## src/logic/bp_macros.svh

```systemverilog
// Branch predictor sizing constants: PC width, table index split, reset fetch PC
`ifndef BP_MACROS_SVH
`define BP_MACROS_SVH

// PC width
`define BP_XLEN 32

// Fetch PC held after reset
`define BP_PC_INIT 'h200

// Global history length
`define BP_GLOBAL_BITS 2

// PC bits in the table index, starting at bit 2
`define BP_LOCAL_BITS 4
`define BP_LOCAL_LSB 2

// Full table index, history above PC bits
`define BP_ADR_BITS (`BP_GLOBAL_BITS + `BP_LOCAL_BITS)

`endif

```

## src/logic/bp_pkg.sv

```systemverilog
// Branch predictor types: 2-bit counter encoding and resolved-branch update record
`default_nettype none
`include "bp_macros.svh"

package bp_pkg;

  // Counter chain 00 <-> 01 <-> 11 <-> 10
  // Upper bit is the taken prediction
  typedef enum logic [1:0] {
    BP_STRONG_NT = 2'b00,
    BP_WEAK_NT   = 2'b01,
    BP_WEAK_T    = 2'b11,
    BP_STRONG_T  = 2'b10
  } bp_counter_e;

  // Resolved branch from execute
  typedef struct packed {
    // Execute stage PC
    logic [`BP_XLEN-1:0] pc;
    // Counter value the branch was predicted with
    bp_counter_e         predict;
    // Actual outcome
    logic                taken;
    // Write strobe, one cycle per branch
    logic                strobe;
  } bp_update_t;

endpackage

`default_nettype wire

```

## src/logic/bp_table_ram.sv

```systemverilog
// Counter table RAM: one write port, one registered read port, old data on collision
`timescale 1ns/1ps
`default_nettype none

module bp_table_ram #(
  parameter int ABITS = 6,
  parameter int DBITS = 2
) (
  input  wire              clk_i,

  // Write side
  input  wire  [ABITS-1:0] waddr_i,
  input  wire              we_i,
  input  wire  [DBITS-1:0] din_i,

  // Read side
  input  wire  [ABITS-1:0] raddr_i,
  output logic [DBITS-1:0] dout_o
);

  localparam int DEPTH = 1 << ABITS;

  // Storage array, behaves like a macro
  // Contents undefined until written
  logic [DBITS-1:0] mem_q [DEPTH];

  ////////////////////////////////////////////////////////////
  // Write port
  ////////////////////////////////////////////////////////////

  always_ff @(posedge clk_i) begin
    if (we_i) begin
      mem_q[waddr_i] <= din_i;
    end
  end

  ////////////////////////////////////////////////////////////
  // Read port
  ////////////////////////////////////////////////////////////

  // Registered read
  // Same-edge write lands after the sample, so old data comes out
  always_ff @(posedge clk_i) begin
    dout_o <= mem_q[raddr_i];
  end

endmodule

`default_nettype wire

```

## src/logic/bp_history.sv

```systemverilog
// Global branch history shift register and registered mispredict pulse
`timescale 1ns/1ps
`default_nettype none
`include "bp_macros.svh"

module bp_history (
  input  wire                              clk_i,
  input  wire                              rst_ni,

  // Resolved branch from execute
  input  wire bp_pkg::bp_update_t          upd_i,

  output logic [`BP_GLOBAL_BITS-1:0]       history_o,
  output logic                             mispredict_o
);

  logic [`BP_GLOBAL_BITS-1:0] history_q;
  logic                       mispredict_q;
  logic                       predicted_taken;
  logic                       wrong_dir;

  ////////////////////////////////////////////////////////////
  // History register
  ////////////////////////////////////////////////////////////

  // Newest outcome enters at bit 0
  always_ff @(posedge clk_i or negedge rst_ni) begin
    if (!rst_ni) begin
      history_q <= '0;
    end else if (upd_i.strobe) begin
      history_q <= {history_q[`BP_GLOBAL_BITS-2:0], upd_i.taken};
    end
  end

  ////////////////////////////////////////////////////////////
  // Mispredict detection
  ////////////////////////////////////////////////////////////

  // Direction the table gave for this branch
  assign predicted_taken = upd_i.predict[1];
  assign wrong_dir       = upd_i.strobe & (predicted_taken ^ upd_i.taken);

  // One cycle pulse per wrong direction
  always_ff @(posedge clk_i or negedge rst_ni) begin
    if (!rst_ni) begin
      mispredict_q <= 1'b0;
    end else begin
      mispredict_q <= wrong_dir;
    end
  end

  assign history_o    = history_q;
  assign mispredict_o = mispredict_q;

endmodule

`default_nettype wire

```

## src/logic/bp_predictor.sv

```systemverilog
// Correlating predictor: fetch PC hold, table indexing, saturating counter update
`timescale 1ns/1ps
`default_nettype none
`include "bp_macros.svh"

module bp_predictor (
  input  wire                              clk_i,
  input  wire                              rst_ni,

  // Read side
  input  wire                              id_stall_i,
  input  wire  [`BP_XLEN-1:0]              if_pc_i,
  output bp_pkg::bp_counter_e              predict_o,

  // Write side
  input  wire  [`BP_GLOBAL_BITS-1:0]       history_i,
  input  wire bp_pkg::bp_update_t          upd_i
);

  logic [`BP_XLEN-1:0]     pc_hold_q;
  logic [`BP_XLEN-1:0]     rd_pc;
  logic [`BP_ADR_BITS-1:0] raddr;
  logic [`BP_ADR_BITS-1:0] waddr;
  bp_pkg::bp_counter_e     next_cnt;
  logic [1:0]              rd_cnt;

  ////////////////////////////////////////////////////////////
  // Fetch PC hold
  ////////////////////////////////////////////////////////////

  // Last PC seen while decode was moving
  always_ff @(posedge clk_i or negedge rst_ni) begin
    if (!rst_ni) begin
      pc_hold_q <= `BP_XLEN'(`BP_PC_INIT);
    end else if (!id_stall_i) begin
      pc_hold_q <= if_pc_i;
    end
  end

  // Stalled fetch keeps reading the held entry
  assign rd_pc = id_stall_i ? pc_hold_q : if_pc_i;

  ////////////////////////////////////////////////////////////
  // Table indices
  ////////////////////////////////////////////////////////////

  // History in the upper bits, PC bits below
  assign raddr = {history_i, rd_pc[`BP_LOCAL_LSB +: `BP_LOCAL_BITS]};
  // Write uses history before this branch shifts in
  assign waddr = {history_i, upd_i.pc[`BP_LOCAL_LSB +: `BP_LOCAL_BITS]};

  // One step along 00 <-> 01 <-> 11 <-> 10, saturating at the ends
  always_comb begin
    unique case (upd_i.predict)
      bp_pkg::BP_STRONG_NT: next_cnt = upd_i.taken ? bp_pkg::BP_WEAK_NT  : bp_pkg::BP_STRONG_NT;
      bp_pkg::BP_WEAK_NT:   next_cnt = upd_i.taken ? bp_pkg::BP_WEAK_T   : bp_pkg::BP_STRONG_NT;
      bp_pkg::BP_WEAK_T:    next_cnt = upd_i.taken ? bp_pkg::BP_STRONG_T : bp_pkg::BP_WEAK_NT;
      bp_pkg::BP_STRONG_T:  next_cnt = upd_i.taken ? bp_pkg::BP_STRONG_T : bp_pkg::BP_WEAK_T;
      default:              next_cnt = bp_pkg::BP_STRONG_NT;
    endcase
  end

  // Counter table
  bp_table_ram #(
    .ABITS ( `BP_ADR_BITS ),
    .DBITS ( 2            )
  ) u_table (
    .clk_i   ( clk_i        ),
    .waddr_i ( waddr        ),
    .we_i    ( upd_i.strobe ),
    .din_i   ( next_cnt     ),
    .raddr_i ( raddr        ),
    .dout_o  ( rd_cnt       )
  );

  assign predict_o = bp_pkg::bp_counter_e'(rd_cnt);

endmodule

`default_nettype wire

```

## src/logic/bp_top.sv

```systemverilog
// Branch prediction top: global history register feeding the correlating predictor
`timescale 1ns/1ps
`default_nettype none
`include "bp_macros.svh"

module bp_top (
  input  wire                              clk_i,
  input  wire                              rst_ni,

  // Fetch and decode
  input  wire                              id_stall_i,
  input  wire  [`BP_XLEN-1:0]              if_pc_i,

  // Branch unit
  input  wire bp_pkg::bp_update_t          upd_i,

  // Prediction and status
  output bp_pkg::bp_counter_e              predict_o,
  output logic                             mispredict_o,
  output logic [`BP_GLOBAL_BITS-1:0]       history_o
);

  // Current global history, shared by both blocks
  logic [`BP_GLOBAL_BITS-1:0] history;

  bp_history u_history (
    .clk_i        ( clk_i        ),
    .rst_ni       ( rst_ni       ),
    .upd_i        ( upd_i        ),
    .history_o    ( history      ),
    .mispredict_o ( mispredict_o )
  );

  bp_predictor u_predictor (
    .clk_i      ( clk_i      ),
    .rst_ni     ( rst_ni     ),
    .id_stall_i ( id_stall_i ),
    .if_pc_i    ( if_pc_i    ),
    .predict_o  ( predict_o  ),
    .history_i  ( history    ),
    .upd_i      ( upd_i      )
  );

  assign history_o = history;

endmodule

`default_nettype wire

```

## config.mk

```make
export PLATFORM = sky130hd
export DESIGN_NAME = bp_top
export DESIGN_NICKNAME = d
export VERILOG_FILES = /design/src/logic/bp_pkg.sv /design/src/logic/bp_table_ram.sv /design/src/logic/bp_history.sv /design/src/logic/bp_predictor.sv /design/src/logic/bp_top.sv
export VERILOG_INCLUDE_DIRS = /design/src /design/src/logic
export SDC_FILE = /design/constraint.sdc
export NUM_CORES = 1
export LEC_CHECK = 0
export BUFFER_PORTS_ARGS = -buffer_cell sky130_fd_sc_hd__buf_2
export CAP_MARGIN = 20
export CELL_PAD_IN_SITES_DETAIL_PLACEMENT = 0
export CELL_PAD_IN_SITES_GLOBAL_PLACEMENT = 1
export CORE_ASPECT_RATIO = 0.75
export CORE_MARGIN = 2
export CORE_UTILIZATION = 30
export CTS_BUF_LIST = sky130_fd_sc_hd__clkbuf_8
export DETAILED_ROUTE_END_ITERATION = 7
export PLACE_DENSITY = 0.56
export SYNTH_ARGS = -nofsm -noshare
export SYNTH_HDL_FRONTEND = slang
export SYNTH_SLANG_ARGS = --single-unit
```

## constraint.sdc

```tcl
create_clock -name clk_i -period 2.29 [get_ports clk_i]
set_clock_uncertainty 0.1 [all_clocks]
set_input_delay 0.687 -clock clk_i [delete_from_list [all_inputs] [get_ports clk_i]]
set_output_delay 0.687 -clock clk_i [all_outputs]
set_load 0.05 [all_outputs]
```

==> metrics.csv <==
metric;value;unit
dp_hpwl;16400;um
ys.flop_type;edfxtp_1;
status;finished with violations;
fin_crit;2.38;ns
critPathKind;flip-flop to flip-flop;
ys_seq_area_share;62.1;%
endpoint_kind;flip-flop;
hold_depth;2;
path_max_fanout;7;
hold_viol_final;0;
vdd_drop_max;355;uV
max-slew-margin-rel;53.3;%
dpl.cell_count;962;
clkPwrFrac;33.7;%
synth_edf_count;128;
reg2reg_to;u_predictor.u_table.dout_o[1];
violations;setup timing;
async_reset_ff_share;5.11;%
place_area;7730;sq um
setup_violations;2;
viasPerCell;5.37;
fin_hold_ws;0.430;ns
synth_most_common_cell;edfxtp_1;
fin_ws;-0.0908;ns
sw_frac_of_total;29.6;%
cts_root_buffer;clkbuf_8;
combPwrFrac;19.5;%
yosysTopAreaCell;edfxtp_1;
instances_no_fill;1002;
worst_hold_path.endpoint;u_history.mispredict_o;
io_pins;76;
insertion_delay;0.46;ns
grt_max_degree;65;
cts_sinks;137;
drt_wl_total;22700;um
syn_to_final_growth;27.9;%
drt_iter0_markers;729;
power_switching;1.79;mW
nFillCells;2060;
hold_start;upd_i[0];
min_path_type;primary input to flip-flop;
vias;5378;
numCtsBuffers;17;
core-area;21200;sq um
rows;46;
power_leakage;2.92;nW
drive_above_1_share;30.7;%
fin_crit_sh;104;%
reg2reg_slack;-0.09;ns
reg2regPathDepth;9;
tightest_slew;0.701;ns
yosysWarnings;0;
gr-total-overflow;0;
start_kind;flip-flop;
rsz0062_at_grt;true;
tns;-0.139;ns
die_h;132;um
htree_levels;4;
finalPower;6.04;mW
die_x;174;um
drc;0;
initial_core_util;30.8;%
grt_pass1_wl;34000;um
final_nets;772;
cts_tree;built;
cp.arrival;2.62;ns
ys_top_cells_by_count;edfxtp_1, nor2_1, a21oi_1;
clk_pin_slew;0.08;ns
die_area;23000;sq um
ys_top_cells_by_area;edfxtp_1, nor2_1, a21oi_1;
place.gp.congestion;0.905;
cp.required;2.52;ns
ys_ff_latch;137;
wire_per_inst;22.7;um
syn_inst;575;
maxCapViolCount;0;
power.density;723;nW/um^2
syn_avg_cell_area;11.4;sq um
port_buffers;19;
track_usage;20.3;%
grt_pass1_vias;5376;
cts_buffer_depth;2;
n_antenna_cell;0;
yosys.cell_types.count;71;
drv_slew;0;
dr.pass1.iters;5;
netlist_area;6530;sq um
final_area;8360;sq um
synth_nets;646;
place_ws;-0.720;ns
fmax;420;MHz
p_int;4.25;mW
fin_util;39.3;%
antenna_found_initial;0;
pwr-share-seq;46.8;%
worstReg2RegStart;u_predictor.pc_hold_q[2];
antenna_left;0;
synth.top_cell.area_share;58.8;%
==> worst max-delay path by stage <==
stage	start	to	slack, ns	cells after the start
finish	u_predictor.pc_hold_q[2]	u_predictor.u_table.dout_o[1]	-0.09	9
global route	u_predictor.pc_hold_q[2]	u_predictor.u_table.dout_o[1]	-0.17	9
CTS	id_stall_i	u_predictor.u_table.dout_o[0]	-0.007	10
detailed placement	id_stall_i	u_predictor.u_table.dout_o[0]	-0.72	10
global placement	id_stall_i	u_predictor.u_table.dout_o[0]	-0.71	10
floorplan	id_stall_i	u_predictor.u_table.dout_o[0]	-0.13	10
==> cell families after synthesis <==
| logic type | after synthesis | share of synthesized area [%] |
|---|---|---|
| flip-flops | 137 | 62.1 |
| buffers and inverters | 48 | 4.06 |
| AO/OA/AOI/OAI | 164 | 16.8 |
| AND/OR/NAND/NOR | 219 | 15.7 |
| multiplexers | 6 | 1.15 |
| XOR/XNOR | 1 | 0.134 |
==> critical path, cell delays in order, from the launching register on <==
cell,delay [ns]
dfrtp_2,0.41
buf_6,0.15
clkinvlp_4,0.18
o21ai_0,0.31
a32oi_2,0.20
a221oi_2,0.34
nor4_1,0.12
buf_4,0.16
nor3_1,0.16
o2111ai_1,0.12
==> metal layers <==
metal | GRT usage, % | vias up | wire length [um]
met1 | 31.6 | 2724 | 11100
met3 | 4.12 | 28 | 1710
met2 | 27.7 | 215 | 9410
li1 | - | 2411 | -
met4 | 6.63 | 0 | 461
met5 | 0 | - | 0
==> cell usage in the layout, fill, tap and decap left out, types with 4 or more instances in the layout <==
| cell | synthesis | final |
|---|---|---|
| o21ai_0 | 34 | 32 |
| buf_6 | 8 | 4 |
| edfxtp_1 | 128 | 128 |
| buf_4 | 3 | 112 |
| buf_12 | 0 | 6 |
| nor2b_1 | 17 | 16 |
| a21oi_1 | 41 | 39 |
| o21a_1 | 6 | 6 |
| nand2_1 | 40 | 40 |
| o211ai_1 | 8 | 8 |
| o22ai_1 | 14 | 13 |
| dfrtp_1 | 7 | 5 |
| inv_6 | 0 | 4 |
| inv_1 | 9 | 9 |
| a211oi_1 | 4 | 4 |
| nand3_1 | 6 | 6 |
| clkbuf_8 | 0 | 17 |
| nor3_1 | 19 | 19 |
| o21ai_1 | 4 | 6 |
| and2_1 | 7 | 7 |
| nor2_1 | 97 | 96 |
| nand2b_1 | 11 | 10 |
| buf_2 | 11 | 18 |
==> flip-flops by register name, summed over array words and instances (netlist names) <==
name                        flops
u_history.history_o             2
u_history.mispredict_o          1
u_predictor.pc_hold_q           4
u_predictor.u_table.dout_o      2
u_predictor.u_table.mem_q     128
==> power groups by stage <==
stage	Combinational, mW	Sequential, mW	Clock [mW]
2_1_floorplan	0.498	2.94	0
3_3_place_gp	1.09	2.88	0
3_5_place_dp	1.08	2.88	0
4_1_cts	1.13	2.83	2.07
5_1_grt	1.25	2.83	2.17
6_report	1.17	2.83	2.04
==> final cells by class <==
cell class | instances | area [sq um] | area share [%]
clock inverters | 15 | 166 | 1.99
repair buffers | 142 | 1120 | 13.4
clock buffers | 17 | 234 | 2.80
flip-flops and latches | 137 | 4060 | 48.6
well taps | 288 | 360 | 4.31
multi-input cells | 390 | 2360 | 28.2
inverters | 13 | 57.6 | 0.689
==> repair_timing <==
action / in CTS / in global routing
pin swaps: 5 / 4
endpoints found under the setup margin: 2 / 2
hold buffers: 1 / 0
setup buffers: 4 / 3
cloned: 0 / 0
resized for setup: 25 / 17
hold endpoints to repair: 7 / 0
(Power assumes the default switching activity.)
